[config.mk]
export PLATFORM = sky130hd
export DESIGN_NAME = processor
export DESIGN_NICKNAME = d
export VERILOG_FILES = /design/src/cpu_pkg.sv /design/src/alu.sv /design/src/decode_stage.sv /design/src/execute_stage.sv /design/src/hazard_ctrl.sv /design/src/mem_wb_stage.sv /design/src/pc_counter.sv /design/src/processor.sv
export SDC_FILE = /design/constraint.sdc
export NUM_CORES = 1
export LEC_CHECK = 0
export BUFFER_PORTS_ARGS = -buffer_cell sky130_fd_sc_hd__buf_2
export CAP_MARGIN = 20
export CORE_UTILIZATION = 30
export DETAILED_ROUTE_END_ITERATION = 16
export PLACE_DENSITY = 0.5
export RECOVER_POWER = 100
export SYNTH_ARGS = -nofsm -noshare
export SYNTH_HDL_FRONTEND = slang
export SYNTH_SLANG_ARGS = --single-unit
export TNS_END_PERCENT = 20
[constraint.sdc]
create_clock -name clock -period 8.1 [get_ports clock]
set_input_delay 1.215 -clock clock [delete_from_list [all_inputs] [get_ports clock]]
set_output_delay 1.215 -clock clock [all_outputs]
set_load 0.02 [all_outputs]
[src/cpu_pkg.sv]
// Widths, instruction fields and encodings shared by the five-stage core
// Immediates are 17 bits sign-extended and jump targets 27 bits zero-extended
package cpu_pkg;

	localparam int XLEN  = 32;
	localparam int REG_W = 5;
	localparam logic [REG_W-1:0] RA_REG = 5'd31;  // Link register for jal

	// Instruction field positions
	localparam int OPC_HI   = 31;
	localparam int OPC_LO   = 27;
	localparam int RD_HI    = 26;
	localparam int RD_LO    = 22;
	localparam int RS_HI    = 21;
	localparam int RS_LO    = 17;
	localparam int RT_HI    = 16;
	localparam int RT_LO    = 12;
	localparam int SHAMT_HI = 11;
	localparam int SHAMT_LO = 7;
	localparam int ALUOP_HI = 6;
	localparam int ALUOP_LO = 2;
	localparam int IMM_HI   = 16;  // Sign bit of the immediate
	localparam int IMM_LO   = 0;
	localparam int TGT_HI   = 26;
	localparam int TGT_LO   = 0;

	typedef enum logic [4:0] {
		OP_RTYPE = 5'd0,
		OP_J     = 5'd1,
		OP_BNE   = 5'd2,
		OP_JAL   = 5'd3,
		OP_JR    = 5'd4,
		OP_ADDI  = 5'd5,
		OP_BLT   = 5'd6,
		OP_SW    = 5'd7,
		OP_LW    = 5'd8
	} opcode_e;

	typedef enum logic [4:0] {
		ALU_ADD = 5'd0,
		ALU_SUB = 5'd1,
		ALU_AND = 5'd2,
		ALU_OR  = 5'd3,
		ALU_SLL = 5'd4,
		ALU_SRA = 5'd5
	} alu_op_e;

	typedef enum logic [1:0] {FWD_NONE, FWD_MEM, FWD_WB} fwd_sel_e;

	localparam logic [XLEN-1:0] NOP = '0;  // add r0, r0, r0

endpackage

[src/alu.sv]
// Integer ALU with compare flags for the branch unit
// Shifts use shamt only, b is ignored for sll and sra
module alu import cpu_pkg::*; (
	input  logic [XLEN-1:0]  a,
	input  logic [XLEN-1:0]  b,
	input  alu_op_e          op,
	input  logic [REG_W-1:0] shamt,
	output logic [XLEN-1:0]  result,
	output logic             not_equal,
	output logic             less_than
);

	always_comb begin
		case (op)
			ALU_ADD: result = a + b;
			ALU_SUB: result = a - b;
			ALU_AND: result = a & b;
			ALU_OR:  result = a | b;
			ALU_SLL: result = a << shamt;
			ALU_SRA: result = $signed(a) >>> shamt;  // Arithmetic
			default: result = '0;
		endcase
	end

	assign not_equal = (a != b);
	assign less_than = ($signed(a) < $signed(b));

endmodule

[src/decode_stage.sv]
// F/D and D/X registers with register-file read and destination decode
// The register file writes at the clock edge, so writeback data is bypassed here
module decode_stage import cpu_pkg::*; #(
	parameter int PC_W = 16
) (
	input  logic             clock,
	input  logic             rst_n,
	input  logic             stall,
	input  logic             flush,
	input  logic [XLEN-1:0]  q_imem,
	input  logic [XLEN-1:0]  data_read_reg_a,
	input  logic [XLEN-1:0]  data_read_reg_b,
	input  logic [PC_W-1:0]  pc_next,
	input  logic             w_writes,
	input  logic [REG_W-1:0] w_dest,
	input  logic [XLEN-1:0]  w_data,
	output logic [REG_W-1:0] ctrl_read_reg_a,
	output logic [REG_W-1:0] ctrl_read_reg_b,
	output logic [REG_W-1:0] d_src_a,
	output logic [REG_W-1:0] d_src_b,
	output logic             d_uses_a,
	output logic             d_uses_b,
	output logic [XLEN-1:0]  x_instr,
	output logic [XLEN-1:0]  x_a,
	output logic [XLEN-1:0]  x_b,
	output logic [PC_W-1:0]  x_pc_next,
	output logic [REG_W-1:0] x_src_a,
	output logic [REG_W-1:0] x_src_b,
	output logic [REG_W-1:0] x_dest,
	output logic             x_writes,
	output logic             x_is_load
);

	logic [XLEN-1:0]  fd_instr;
	logic [PC_W-1:0]  fd_pc_next;
	opcode_e          opc;
	logic [REG_W-1:0] rd;
	logic [REG_W-1:0] rs;
	logic [REG_W-1:0] rt;
	logic [XLEN-1:0]  a_val;
	logic [XLEN-1:0]  b_val;
	logic [REG_W-1:0] dest;
	logic             writes;

	always_ff @(posedge clock) begin
		if (!rst_n || flush) begin
			fd_instr <= NOP;
		end else if (!stall) begin
			fd_instr <= q_imem;
		end
	end

	always_ff @(posedge clock) begin
		if (!stall) begin
			fd_pc_next <= pc_next;
		end
	end

	assign opc = opcode_e'(fd_instr[OPC_HI:OPC_LO]);
	assign rd  = fd_instr[RD_HI:RD_LO];
	assign rs  = fd_instr[RS_HI:RS_LO];
	assign rt  = fd_instr[RT_HI:RT_LO];

	always_comb begin
		d_uses_a        = 1'b0;
		d_uses_b        = 1'b0;
		ctrl_read_reg_b = rd;  // Store data, branch compare, jr target
		case (opc)
			OP_RTYPE: begin
				ctrl_read_reg_b = rt;
				d_uses_a        = 1'b1;
				d_uses_b        = 1'b1;
			end
			OP_ADDI, OP_LW: d_uses_a = 1'b1;
			OP_SW, OP_BNE, OP_BLT: begin
				d_uses_a = 1'b1;
				d_uses_b = 1'b1;
			end
			OP_JR: d_uses_b = 1'b1;
			default: ;
		endcase
	end

	assign ctrl_read_reg_a = rs;
	assign d_src_a = d_uses_a ? rs : '0;
	assign d_src_b = d_uses_b ? ctrl_read_reg_b : '0;

	assign a_val = (w_writes && w_dest != '0 && w_dest == rs) ? w_data : data_read_reg_a;
	assign b_val = (w_writes && w_dest != '0 && w_dest == ctrl_read_reg_b) ?
		w_data : data_read_reg_b;

	// sw keeps rd here too, the memory stage needs it for its bypass
	assign dest = (opc == OP_JAL) ? RA_REG : rd;

	always_comb begin
		case (opc)
			OP_RTYPE, OP_ADDI, OP_LW, OP_JAL: writes = (dest != '0);
			default: writes = 1'b0;
		endcase
	end

	always_ff @(posedge clock) begin
		if (!rst_n || stall || flush) begin
			x_instr   <= NOP;  // Bubble
			x_src_a   <= '0;
			x_src_b   <= '0;
			x_dest    <= '0;
			x_writes  <= 1'b0;
			x_is_load <= 1'b0;
		end else begin
			x_instr   <= fd_instr;
			x_src_a   <= d_src_a;
			x_src_b   <= d_src_b;
			x_dest    <= dest;
			x_writes  <= writes;
			x_is_load <= (opc == OP_LW);
		end
	end

	always_ff @(posedge clock) begin
		x_a       <= a_val;
		x_b       <= b_val;
		x_pc_next <= fd_pc_next;
	end

endmodule

[src/execute_stage.sv]
// Execute stage: operand forwarding, ALU, branch and jump resolution, X/M register
// Branch and jump targets are truncated to the PC width
module execute_stage import cpu_pkg::*; #(
	parameter int PC_W = 16
) (
	input  logic             clock,
	input  logic             rst_n,
	input  logic [XLEN-1:0]  x_instr,
	input  logic [XLEN-1:0]  x_a,
	input  logic [XLEN-1:0]  x_b,
	input  logic [PC_W-1:0]  x_pc_next,
	input  logic [REG_W-1:0] x_dest,
	input  logic             x_writes,
	input  logic             x_is_load,
	input  fwd_sel_e         fwd_a,
	input  fwd_sel_e         fwd_b,
	input  logic [XLEN-1:0]  w_data,
	output logic             redirect,
	output logic [PC_W-1:0]  redirect_pc,
	output logic [XLEN-1:0]  m_result,
	output logic [XLEN-1:0]  m_store,
	output logic [REG_W-1:0] m_dest,
	output logic             m_writes,
	output logic             m_is_load,
	output logic             m_is_store
);

	opcode_e         opc;
	alu_op_e         op;
	logic [XLEN-1:0] opnd_a;
	logic [XLEN-1:0] opnd_b;
	logic [XLEN-1:0] imm;
	logic [XLEN-1:0] target;
	logic [XLEN-1:0] alu_a;
	logic [XLEN-1:0] alu_b;
	logic [XLEN-1:0] alu_result;
	logic [XLEN-1:0] result;
	logic            use_imm;
	logic            is_branch;
	logic            not_equal;
	logic            less_than;

	function automatic logic [XLEN-1:0] fwd_mux(input fwd_sel_e sel,
		input logic [XLEN-1:0] reg_val, input logic [XLEN-1:0] mem_val,
		input logic [XLEN-1:0] wb_val);
		case (sel)
			FWD_MEM: return mem_val;
			FWD_WB:  return wb_val;
			default: return reg_val;
		endcase
	endfunction

	assign opc    = opcode_e'(x_instr[OPC_HI:OPC_LO]);
	assign opnd_a = fwd_mux(fwd_a, x_a, m_result, w_data);
	assign opnd_b = fwd_mux(fwd_b, x_b, m_result, w_data);

	assign imm    = {{(XLEN-IMM_HI-1){x_instr[IMM_HI]}}, x_instr[IMM_HI:IMM_LO]};
	assign target = XLEN'(x_instr[TGT_HI:TGT_LO]);

	assign use_imm   = opc inside {OP_ADDI, OP_LW, OP_SW};
	assign is_branch = opc inside {OP_BNE, OP_BLT};

	// Branches compare rd (port B) against rs (port A)
	assign alu_a = is_branch ? opnd_b : opnd_a;
	assign alu_b = use_imm ? imm : (is_branch ? opnd_a : opnd_b);
	assign op    = (opc == OP_RTYPE) ? alu_op_e'(x_instr[ALUOP_HI:ALUOP_LO]) : ALU_ADD;

	alu u_alu (
		.a         (alu_a),
		.b         (alu_b),
		.op        (op),
		.shamt     (x_instr[SHAMT_HI:SHAMT_LO]),
		.result    (alu_result),
		.not_equal (not_equal),
		.less_than (less_than)
	);

	always_comb begin
		redirect    = 1'b0;
		redirect_pc = x_pc_next + imm[PC_W-1:0];  // Relative to PC+1
		case (opc)
			OP_BNE: redirect = not_equal;
			OP_BLT: redirect = less_than;
			OP_J, OP_JAL: begin
				redirect    = 1'b1;
				redirect_pc = target[PC_W-1:0];
			end
			OP_JR: begin
				redirect    = 1'b1;
				redirect_pc = opnd_b[PC_W-1:0];
			end
			default: ;
		endcase
	end

	assign result = (opc == OP_JAL) ? XLEN'(x_pc_next) : alu_result;  // Return address

	always_ff @(posedge clock) begin
		if (!rst_n) begin
			m_dest     <= '0;
			m_writes   <= 1'b0;
			m_is_load  <= 1'b0;
			m_is_store <= 1'b0;
		end else begin
			m_dest     <= x_dest;
			m_writes   <= x_writes;
			m_is_load  <= x_is_load;
			m_is_store <= (opc == OP_SW);
		end
	end

	always_ff @(posedge clock) begin
		m_result <= result;
		m_store  <= opnd_b;
	end

endmodule

[src/hazard_ctrl.sv]
// Pipeline hazard control, purely combinational
// Sources that an instruction does not read arrive as r0 and never forward
module hazard_ctrl import cpu_pkg::*; (
	input  logic [REG_W-1:0] d_src_a,
	input  logic [REG_W-1:0] d_src_b,
	input  logic [REG_W-1:0] x_src_a,
	input  logic [REG_W-1:0] x_src_b,
	input  logic [REG_W-1:0] x_dest,
	input  logic [REG_W-1:0] m_dest,
	input  logic [REG_W-1:0] w_dest,
	input  logic             d_uses_a,
	input  logic             d_uses_b,
	input  logic             x_is_load,
	input  logic             m_writes,
	input  logic             w_writes,
	input  logic             redirect,
	output logic             stall,
	output fwd_sel_e         fwd_a,
	output fwd_sel_e         fwd_b,
	output logic             flush
);

	logic load_use;

	// Memory stage holds the younger result, so it is checked first
	function automatic fwd_sel_e pick_fwd(input logic [REG_W-1:0] src,
		input logic mw, input logic [REG_W-1:0] md,
		input logic ww, input logic [REG_W-1:0] wd);
		fwd_sel_e sel;
		sel = FWD_NONE;
		if (src != '0 && mw && md == src) begin
			sel = FWD_MEM;
		end else if (src != '0 && ww && wd == src) begin
			sel = FWD_WB;
		end
		return sel;
	endfunction

	assign fwd_a = pick_fwd(x_src_a, m_writes, m_dest, w_writes, w_dest);
	assign fwd_b = pick_fwd(x_src_b, m_writes, m_dest, w_writes, w_dest);

	// Load result is not ready until writeback
	assign load_use = x_is_load && x_dest != '0 &&
		((d_uses_a && d_src_a == x_dest) || (d_uses_b && d_src_b == x_dest));

	assign flush = redirect;
	assign stall = load_use && !redirect;  // Flush wins

endmodule

[src/mem_wb_stage.sv]
// Memory access, M/W register and writeback port
// Data memory reads are combinational and writes land on the next edge
module mem_wb_stage import cpu_pkg::*; (
	input  logic             clock,
	input  logic             rst_n,
	input  logic [XLEN-1:0]  m_result,
	input  logic [XLEN-1:0]  m_store,
	input  logic [REG_W-1:0] m_dest,
	input  logic             m_writes,
	input  logic             m_is_load,
	input  logic             m_is_store,
	input  logic [XLEN-1:0]  q_dmem,
	output logic [XLEN-1:0]  address_dmem,
	output logic [XLEN-1:0]  data,
	output logic             wren,
	output logic             reg_write_en,
	output logic [REG_W-1:0] reg_write_addr,
	output logic [XLEN-1:0]  reg_write_data
);

	logic store_bypass;

	assign address_dmem = m_result;
	assign wren         = m_is_store;

	// For sw, m_dest names the register being stored
	assign store_bypass = m_is_store && reg_write_en && reg_write_addr == m_dest;
	assign data         = store_bypass ? reg_write_data : m_store;

	always_ff @(posedge clock) begin
		if (!rst_n) begin
			reg_write_en   <= 1'b0;
			reg_write_addr <= '0;
		end else begin
			reg_write_en   <= m_writes;
			reg_write_addr <= m_dest;
		end
	end

	always_ff @(posedge clock) begin
		reg_write_data <= m_is_load ? q_dmem : m_result;
	end

endmodule

[src/pc_counter.sv]
// Fetch program counter, word addressed
// A redirect from execute wins over a load-use stall
module pc_counter import cpu_pkg::*; #(
	parameter int PC_W = 16
) (
	input  logic            clock,
	input  logic            rst_n,
	input  logic            stall,
	input  logic            redirect,
	input  logic [PC_W-1:0] redirect_pc,
	output logic [PC_W-1:0] pc,
	output logic [PC_W-1:0] pc_next,
	output logic [XLEN-1:0] address_imem
);

	assign pc_next      = pc + 1'b1;
	assign address_imem = XLEN'(pc);  // Zero-extended onto the imem bus

	always_ff @(posedge clock) begin
		if (!rst_n) begin
			pc <= '0;
		end else if (redirect) begin
			pc <= redirect_pc;  // Taken branch or jump
		end else if (!stall) begin
			pc <= pc_next;
		end
	end

endmodule

[src/processor.sv]
// Five-stage pipelined core, memories and register file sit outside
// Imem, dmem and register-file reads must return data in the same cycle
module processor import cpu_pkg::*; #(
	parameter int PC_W = 16
) (
	input  logic             clock,
	input  logic             rst_n,
	output logic [XLEN-1:0]  address_imem,
	input  logic [XLEN-1:0]  q_imem,
	output logic [XLEN-1:0]  address_dmem,
	output logic [XLEN-1:0]  data,
	output logic             wren,
	input  logic [XLEN-1:0]  q_dmem,
	output logic [REG_W-1:0] ctrl_read_reg_a,
	output logic [REG_W-1:0] ctrl_read_reg_b,
	input  logic [XLEN-1:0]  data_read_reg_a,
	input  logic [XLEN-1:0]  data_read_reg_b,
	output logic             reg_write_en,
	output logic [REG_W-1:0] reg_write_addr,
	output logic [XLEN-1:0]  reg_write_data
);

	logic [PC_W-1:0]  fetch_pc_next;
	logic             stall;
	logic             flush;
	logic             redirect;
	logic [PC_W-1:0]  redirect_pc;
	logic [REG_W-1:0] d_src_a;
	logic [REG_W-1:0] d_src_b;
	logic             d_uses_a;
	logic             d_uses_b;
	logic [XLEN-1:0]  x_instr;
	logic [XLEN-1:0]  x_a;
	logic [XLEN-1:0]  x_b;
	logic [PC_W-1:0]  x_pc_next;
	logic [REG_W-1:0] x_src_a;
	logic [REG_W-1:0] x_src_b;
	logic [REG_W-1:0] x_dest;
	logic             x_writes;
	logic             x_is_load;
	fwd_sel_e         fwd_a;
	fwd_sel_e         fwd_b;
	logic [XLEN-1:0]  m_result;
	logic [XLEN-1:0]  m_store;
	logic [REG_W-1:0] m_dest;
	logic             m_writes;
	logic             m_is_load;
	logic             m_is_store;

	pc_counter #(.PC_W(PC_W)) u_pc (
		.clock        (clock),
		.rst_n        (rst_n),
		.stall        (stall),
		.redirect     (redirect),
		.redirect_pc  (redirect_pc),
		.pc           (),
		.pc_next      (fetch_pc_next),
		.address_imem (address_imem)
	);

	hazard_ctrl u_hazard (
		.d_src_a   (d_src_a),
		.d_src_b   (d_src_b),
		.x_src_a   (x_src_a),
		.x_src_b   (x_src_b),
		.x_dest    (x_dest),
		.m_dest    (m_dest),
		.w_dest    (reg_write_addr),
		.d_uses_a  (d_uses_a),
		.d_uses_b  (d_uses_b),
		.x_is_load (x_is_load),
		.m_writes  (m_writes),
		.w_writes  (reg_write_en),
		.redirect  (redirect),
		.stall     (stall),
		.fwd_a     (fwd_a),
		.fwd_b     (fwd_b),
		.flush     (flush)
	);

	decode_stage #(.PC_W(PC_W)) u_decode (
		.clock           (clock),
		.rst_n           (rst_n),
		.stall           (stall),
		.flush           (flush),
		.q_imem          (q_imem),
		.data_read_reg_a (data_read_reg_a),
		.data_read_reg_b (data_read_reg_b),
		.pc_next         (fetch_pc_next),
		.w_writes        (reg_write_en),
		.w_dest          (reg_write_addr),
		.w_data          (reg_write_data),
		.ctrl_read_reg_a (ctrl_read_reg_a),
		.ctrl_read_reg_b (ctrl_read_reg_b),
		.d_src_a         (d_src_a),
		.d_src_b         (d_src_b),
		.d_uses_a        (d_uses_a),
		.d_uses_b        (d_uses_b),
		.x_instr         (x_instr),
		.x_a             (x_a),
		.x_b             (x_b),
		.x_pc_next       (x_pc_next),
		.x_src_a         (x_src_a),
		.x_src_b         (x_src_b),
		.x_dest          (x_dest),
		.x_writes        (x_writes),
		.x_is_load       (x_is_load)
	);

	execute_stage #(.PC_W(PC_W)) u_execute (
		.clock       (clock),
		.rst_n       (rst_n),
		.x_instr     (x_instr),
		.x_a         (x_a),
		.x_b         (x_b),
		.x_pc_next   (x_pc_next),
		.x_dest      (x_dest),
		.x_writes    (x_writes),
		.x_is_load   (x_is_load),
		.fwd_a       (fwd_a),
		.fwd_b       (fwd_b),
		.w_data      (reg_write_data),
		.redirect    (redirect),
		.redirect_pc (redirect_pc),
		.m_result    (m_result),
		.m_store     (m_store),
		.m_dest      (m_dest),
		.m_writes    (m_writes),
		.m_is_load   (m_is_load),
		.m_is_store  (m_is_store)
	);

	mem_wb_stage u_mem_wb (
		.clock          (clock),
		.rst_n          (rst_n),
		.m_result       (m_result),
		.m_store        (m_store),
		.m_dest         (m_dest),
		.m_writes       (m_writes),
		.m_is_load      (m_is_load),
		.m_is_store     (m_is_store),
		.q_dmem         (q_dmem),
		.address_dmem   (address_dmem),
		.data           (data),
		.wren           (wren),
		.reg_write_en   (reg_write_en),
		.reg_write_addr (reg_write_addr),
		.reg_write_data (reg_write_data)
	);

endmodule

Word level (Yosys, flattened, before mapping) --
Cells that the tools add are included.
Word-level totals: register bits 303, bits of input ports 130, output and inout bits 145
Operators by class: $add $sub $neg 4, order comparisons 1, equality and inequality tests 35, shift-type cells 2, muxes and demuxes 26, bitwise operators 3, reductions and logical operators 40
Operators with widths (count):
- 2-to-1 mux 32 bit | 7
- case mux 32 bit (6 select lines) | 1
- case mux 32 bit (2 select lines) | 2
- == test 5 x 3 -> 1 bit, second input constant | 10
- 2-to-1 mux 16 bit | 3
- == test 5 bit | 9
- adder 32 bit | 1
- AND 32 bit | 1
- < comparator 32 bit | 1
- inequality test 32 bit | 1
- OR 32 bit | 1
- case mux 16 bit (2 select lines) | 1
- left shift 32 x 5 -> 32 bit | 1
- >>> shifter 32 x 5 -> 32 bit | 1
- subtractor 32 bit | 1
- == test 5 x 2 -> 1 bit, second input constant | 6
- 2-to-1 mux 5 bit | 5
- nonzero test 5 bit | 5
- logical AND 1 bit | 18
- adder 16 x 1 -> 16 bit, second input constant | 1
- adder 16 bit | 1
- zero test 5 bit | 3
- == test 5 x 1 -> 1 bit, second input constant | 2
- == test 5 x 4 -> 1 bit, second input constant | 2
- 16 further kinds | 27

Depth between registers and ports, before layout --
depth in word-level cells 16, depth in mapped cells 25, mapped depth without buffers 21

Modules after synthesis --
A second synthesis with hierarchy kept.
Second synthesis, totals: cell total of the unflattened synthesis 2807, area total of the unflattened synthesis 23423.7 µm²
By module, submodules not included:
- alu | instances 1, cells an instance 1289, area an instance 8929.8 µm², seq. area each 0.0 µm²
- decode_stage | instances 1, cells an instance 449, area an instance 5756.8 µm², seq. area each 3703.6 µm²
- execute_stage | instances 1, cells an instance 691, area an instance 4979.8 µm², seq. area each 1441.4 µm²
- mem_wb_stage | instances 1, cells an instance 160, area an instance 2026.9 µm², seq. area each 760.7 µm²
- pc_counter | instances 1, cells an instance 165, area an instance 1286.2 µm², seq. area each 320.3 µm²
- hazard_ctrl | instances 1, cells an instance 53, area an instance 444.2 µm², seq. area each 0.0 µm²

Least setup slack after synthesis --
Ideal clock, no wire load.
kind reg2reg, from register u_decode.x_src_a[1], to register u_decode.fd_pc_next[0] (enable), setup time 372 ps, arrival 5531 ps, required time 7728 ps, slack 2198 ps, stages on the path, launching flop included 24, buffers on the path 4, path through dfxtp_1 or4_1 o211a_1 nand2_1 clkbuf_1 buf_1 nand2_1 a311oi_1 a211oi_1 nor2_1 ha_1 inv_1 fa_1 nor2b_1 o221ai_1 a2111oi_0 a211oi_1 a21oi_1 o21ai_0 o211ai_1 a41o_1 clkbuf_1 clkbuf_1 nand2_1
Between the ends: cells in the longest elaborated chain, start to end 13, elaborated cells on any way between the ends 20, those cells by class 1 x order compare; 5 x eq/ne; 7 x mux; 7 x reduce/logical
RTL lines:
- from (decl) | RTL line decode_stage.sv:27 | output logic [REG_W-1:0] x_src_a,
- from (signal assigned) | RTL line decode_stage.sv:112 | x_src_a <= d_src_a;
- nonzero test 5 bit | RTL line hazard_ctrl.sv:31, hazard_ctrl.sv:33
- logical AND 1 bit (2 in a row) | RTL line hazard_ctrl.sv:33 | end else if (src != '0 && ww && wd == src) begin
- 2-to-1 mux 2 bit | RTL line hazard_ctrl.sv:33
- 2-to-1 mux 2 bit * | RTL line hazard_ctrl.sv:31 | if (src != '0 && mw && md == src) begin
- == test 2 bit or == test 2 x 1 -> 1 bit (tied branches) | RTL line execute_stage.sv:46 | case (sel)
- case mux 32 bit (2 select lines) * | RTL line execute_stage.sv:46
- 2-to-1 mux 32 bit (2 in a row) | RTL line execute_stage.sv:65 | assign alu_b = use_imm ? imm : (is_branch ? opnd_a : opnd_b);
- < comparator 32 bit or inequality test 32 bit (tied branches) | RTL line alu.sv:26, alu.sv:25
- case mux 1 bit (3 select lines) * | RTL line execute_stage.sv:81 | case (opc)
- zero test 1 bit * | RTL line hazard_ctrl.sv:47 | assign stall = load_use && !redirect;
- logical AND 1 bit * | RTL line hazard_ctrl.sv:47
- to (signal assigned) | RTL line decode_stage.sv:55 | fd_pc_next <= pc_next;
- to (decl) | RTL line decode_stage.sv:35 | logic [PC_W-1:0] fd_pc_next;
Every way passes the cells marked *; elsewhere a longest branch is shown, timed or not. A chain may end at the register's enable or synchronous reset.

Worst setup path after layout --
from register u_decode.x_src_b[0], to register u_decode.fd_instr[6]
Between the ends: cells in the longest elaborated chain, start to end 13, elaborated cells on any way between the ends 21, those cells by class 1 x order compare; 5 x eq/ne; 7 x mux; 8 x reduce/logical
RTL lines:
- from (decl) | RTL line decode_stage.sv:28 | output logic [REG_W-1:0] x_src_b,
- from (signal assigned) | RTL line decode_stage.sv:113 | x_src_b <= d_src_b;
- nonzero test 5 bit | RTL line hazard_ctrl.sv:31, hazard_ctrl.sv:33
- logical AND 1 bit (2 in a row) | RTL line hazard_ctrl.sv:33
- 2-to-1 mux 2 bit | RTL line hazard_ctrl.sv:33
- 2-to-1 mux 2 bit * | RTL line hazard_ctrl.sv:31
- == test 2 bit or == test 2 x 1 -> 1 bit (tied branches) | RTL line execute_stage.sv:46
- case mux 32 bit (2 select lines) * | RTL line execute_stage.sv:46
- via u_execute.opnd_b[3] | RTL line execute_stage.sv:31 | logic [XLEN-1:0] opnd_b;
- 2-to-1 mux 32 bit (2 in a row) | RTL line execute_stage.sv:65
- < comparator 32 bit or inequality test 32 bit (tied branches) | RTL line alu.sv:26, alu.sv:25
- case mux 1 bit (3 select lines) * | RTL line execute_stage.sv:81
- zero test 1 bit | RTL line hazard_ctrl.sv:47
- logical AND 1 bit | RTL line hazard_ctrl.sv:47
- to (signal assigned) | RTL line decode_stage.sv:49 | fd_instr <= q_imem;
- to (decl) | RTL line decode_stage.sv:34 | logic [XLEN-1:0] fd_instr;
The timed path passes the listed nets; every way through them passes the cells marked *.

==> results.md <==
- Status: complete, but fails checks
- Failing checks: max-capacitance violations, max-slew violations
- Vias in the first global route: 22640
- Vias/cell: ~6.0
- PwrDens: 245.7 mW/mm^2
- Worst-path clk slew: 60 ps
- Initial antenna violation count: 2
- CTS tree: yes
- Synth Warn #: 0
- Min-Delay Path Class: reg -> reg
- I/O pin cnt: between 200 and 300
- Most common cell after layout, fill and taps aside: nor2_1
- EDFF count, synth: 16
- Peak supply drop: roughly 0.00017 V
- Placed cells: 3923
- Number of CTS-inserted buffers: 31
- DRT iter0 DRCs: 2811
- Slew @ Worst Pin: 2115 ps
- Number of library cell types mapped by synthesis: 94
- Initial core utilization: 0.3038
- Arr. time, crit path: 7920 ps
- Final ANT Viol Nets: 0
- CP endpoint kind: flip-flop
- Clock insertion delay at the later pin of the skew report: 610 ps
- Hold WS: 340.1 ps
- Share of cells above drive strength 1: 0.1558
- Syn_area_per_cell: 8.087 um^2
- Simple-gate share of the synthesized area: 0.1677
- Setup_tns: 0 ps
- Post-Layout Cell Count: 3981
- Die height: roughly 280 um
- Most frequent cells in the layout: nor2_1 (285), dfxtp_1 (273), nand2_1 (192), a21oi_1 (180), o21ai_0 (180)
- Worst setup path class: reg -> reg
- Max Cap Viol: 4
- CTS Buffer Depth: 3
- H-Tree Depth: 1
- Async SR Flop Fraction: 0
- Largest family of logic cells by synthesized area: compound AO/OA/AOI/OAI gates
- Fin crit period: 7448 ps
- GP Congestion: 1.038
- Setup repair bufs after CTS: 0
- Largest net degree at the start of global routing: 53
- Xor/xnor share of the synthesized area: 0.03815
- Sink Count: 293
- Via Count: 23770
- R2r setup slk: 650 ps
- Total core area: approximately 0.075 mm^2
- Post-synthesis adder-cell area fraction: 0.06440
- Multiplexer share of the synthesized area: 0.1413
- Row cnt: 100
- WP data required: 8570 ps
- Top FF cell, synth: dfxtp_1
- Leak pwr: 0.01069 uW
- IO buf count: ~260
- Tcrit/Tclk final: 0.9196
- Max Clock Freq: approximately 0.13 GHz
- TritonRoute pass-1 iters: 6
- Total GRT Usage: 0.2748
- Hold-fix buffers, CTS: 0
- Synth Area in Compound Gates: 0.2588
- Cell Area, Synth: 0.02269 mm^2
- Clock root buffer: clkbuf_16
- Post-DP HPWL: about 84000 um
- CP Launch Type: flip-flop
- Flop and latch count out of synthesis: 293
- Seq/Total Area, Yosys: 0.2655
- Fin. Hold Viols: 0
- Area growth from synthesis to layout: 14.09%
- Slew headroom: -0.4100
- Worst-path maximum fanout: 32
- PostCTS Resize Cnt: 0
- Skew final: about 13 ps
- Die W: approximately 280 um
- DRT Wirelength: 109900 um
- Max-slew violations: around 140
- Drt wl/cell: 27.61 um
- Nets: ~3200
- Final setup viols: 0
- DRC errors left: 0
- RSZ-0062 raised after global routing: no
- Die ar.: 0.07675 mm^2
- Mapped Cells: 2806
- First-pass GRT wire length: around 160000 um
- GR Overflow Total: 0
[cell usage after synthesis, types with 16 or more instances]
cell,n,area share
nor2_1,285,0.047
dfxtp_1,277,0.24
nand2_1,192,0.032
a21oi_1,182,0.040
o21ai_0,180,0.040
mux2_2,167,0.083
clkbuf_1,149,0.025
inv_1,129,0.021
mux2i_1,116,0.051
ha_1,112,0.062
nand3_1,60,0.013
nor3_1,56,0.012
a211oi_1,55,0.018
xnor2_1,49,0.019
xor2_1,48,0.019
and2_1,46,0.013
a31oi_1,37,0.010
o211ai_1,35,0.012
and3_1,32,0.0088
o22ai_1,32,0.0088
a22oi_1,30,0.0099
a221oi_1,25,0.0096
nand2b_1,24,0.0066
buf_1,23,0.0038
buf_4,23,0.0076
o221ai_1,23,0.0089
o31ai_1,22,0.0073
nand4_1,21,0.0058
a211o_1,20,0.0077
a21o_1,19,0.0063
a221o_1,19,0.0084
nor4_1,19,0.0052
a311oi_1,18,0.0069
buf_2,18,0.0040
edfxtp_1,16,0.021
[state kept, by name, indices dropped and copies added (netlist names)]
name / flops
u_mem_wb.reg_write_en: 1
u_decode.x_is_load: 1
u_decode.x_src_a: 5
u_execute.m_store: 32
u_decode.x_dest: 5
u_execute.m_is_load: 1
u_mem_wb.reg_write_data: 32
u_decode.x_instr: 22
u_decode.fd_instr: 32
u_decode.x_b: 32
u_execute.m_is_store: 1
u_decode.fd_pc_next: 16
u_decode.x_writes: 1
u_decode.x_src_b: 5
u_decode.x_pc_next: 16
u_pc.pc: 16
u_execute.m_writes: 1
u_execute.m_dest: 5
u_execute.m_result: 32
u_mem_wb.reg_write_addr: 5
u_decode.x_a: 32
[metrics by stage]
step                        util  cell area [um^2]  total power, uW  setup slack, ps
after floorplan                -             22750             3667             2198
after global placement    0.3354             25050             4859             1287
after detailed placement  0.3354             25050             4844             1183
after CTS                 0.3494             26100             6358             1141
after global routing      0.3466             25890             6616            274.1
final                     0.3466             25890             6361            651.6
[path summary, 6_finish.rpt]
check | startpoint | endpoint | cells past startpoint
worst max register to register | u_decode.x_src_b[0] | u_decode.fd_instr[6] | 22
worst min register to register | u_decode.fd_pc_next[0] | u_decode.x_pc_next[0] | 0
worst max-delay path | u_decode.x_src_b[0] | u_decode.fd_instr[6] | 22
worst min-delay path | u_decode.fd_pc_next[0] | u_decode.x_pc_next[0] | 0
[cell type report]
cell class / instances / area, um^2
fill: 8052 / 48810
multi-input combinational: 2178 / 15310
sequential: 293 / 6031
timing repair buffer: 351 / 1794
tap: 969 / 1212
clock buffer: 46 / 872.1
inverter: 132 / 495.5
clock inverter: 11 / 176.4
antenna: 1 / 2.502
[routing by layer]
metal  share of wire  wire, um  GRT usage  vias up
met5         0.00010        11          0        -
met2            0.44     47990     0.4278     1336
met3           0.085      9295    0.04328      287
li1                -         -          -    10680
met4           0.057      6239     0.1335        2
met1            0.42     46370     0.3682    11470
[critical path, cell delays in order (launching register included)]
cell and delay [ps]:
dfxtp_1 330, or4_1 570, o211a_1 290, nand2_1 600, clkbuf_1 550, nor2_1 80
a31oi_1 160, clkbuf_1 330, a211oi_1 160, nor2_1 280, inv_1 110, ha_1 270
or2_2 310, o221ai_1 210, a2111oi_0 220, a211oi_1 670, a21oi_1 190, o21ai_0 260
o211ai_1 330, a41o_1 560, nand2_1 150, clkbuf_2 540, nor2_1 110
[report_power, final]
group          internal [uW]  switching, uW
combinational            866           1780
clock                    874            637
sequential              1720            484
[kinds of logic after synthesis]
logic type / count (synthesis)
AO/OA/AOI/OAI: 851
AND/OR/NAND/NOR: 807
buffers and inverters: 350
flip-flops: 293
multiplexers: 291
adder cells (fa/ha/maj): 115
XOR/XNOR: 98
other: 1
No activity file was read; power rests on OpenSTA's default activity.
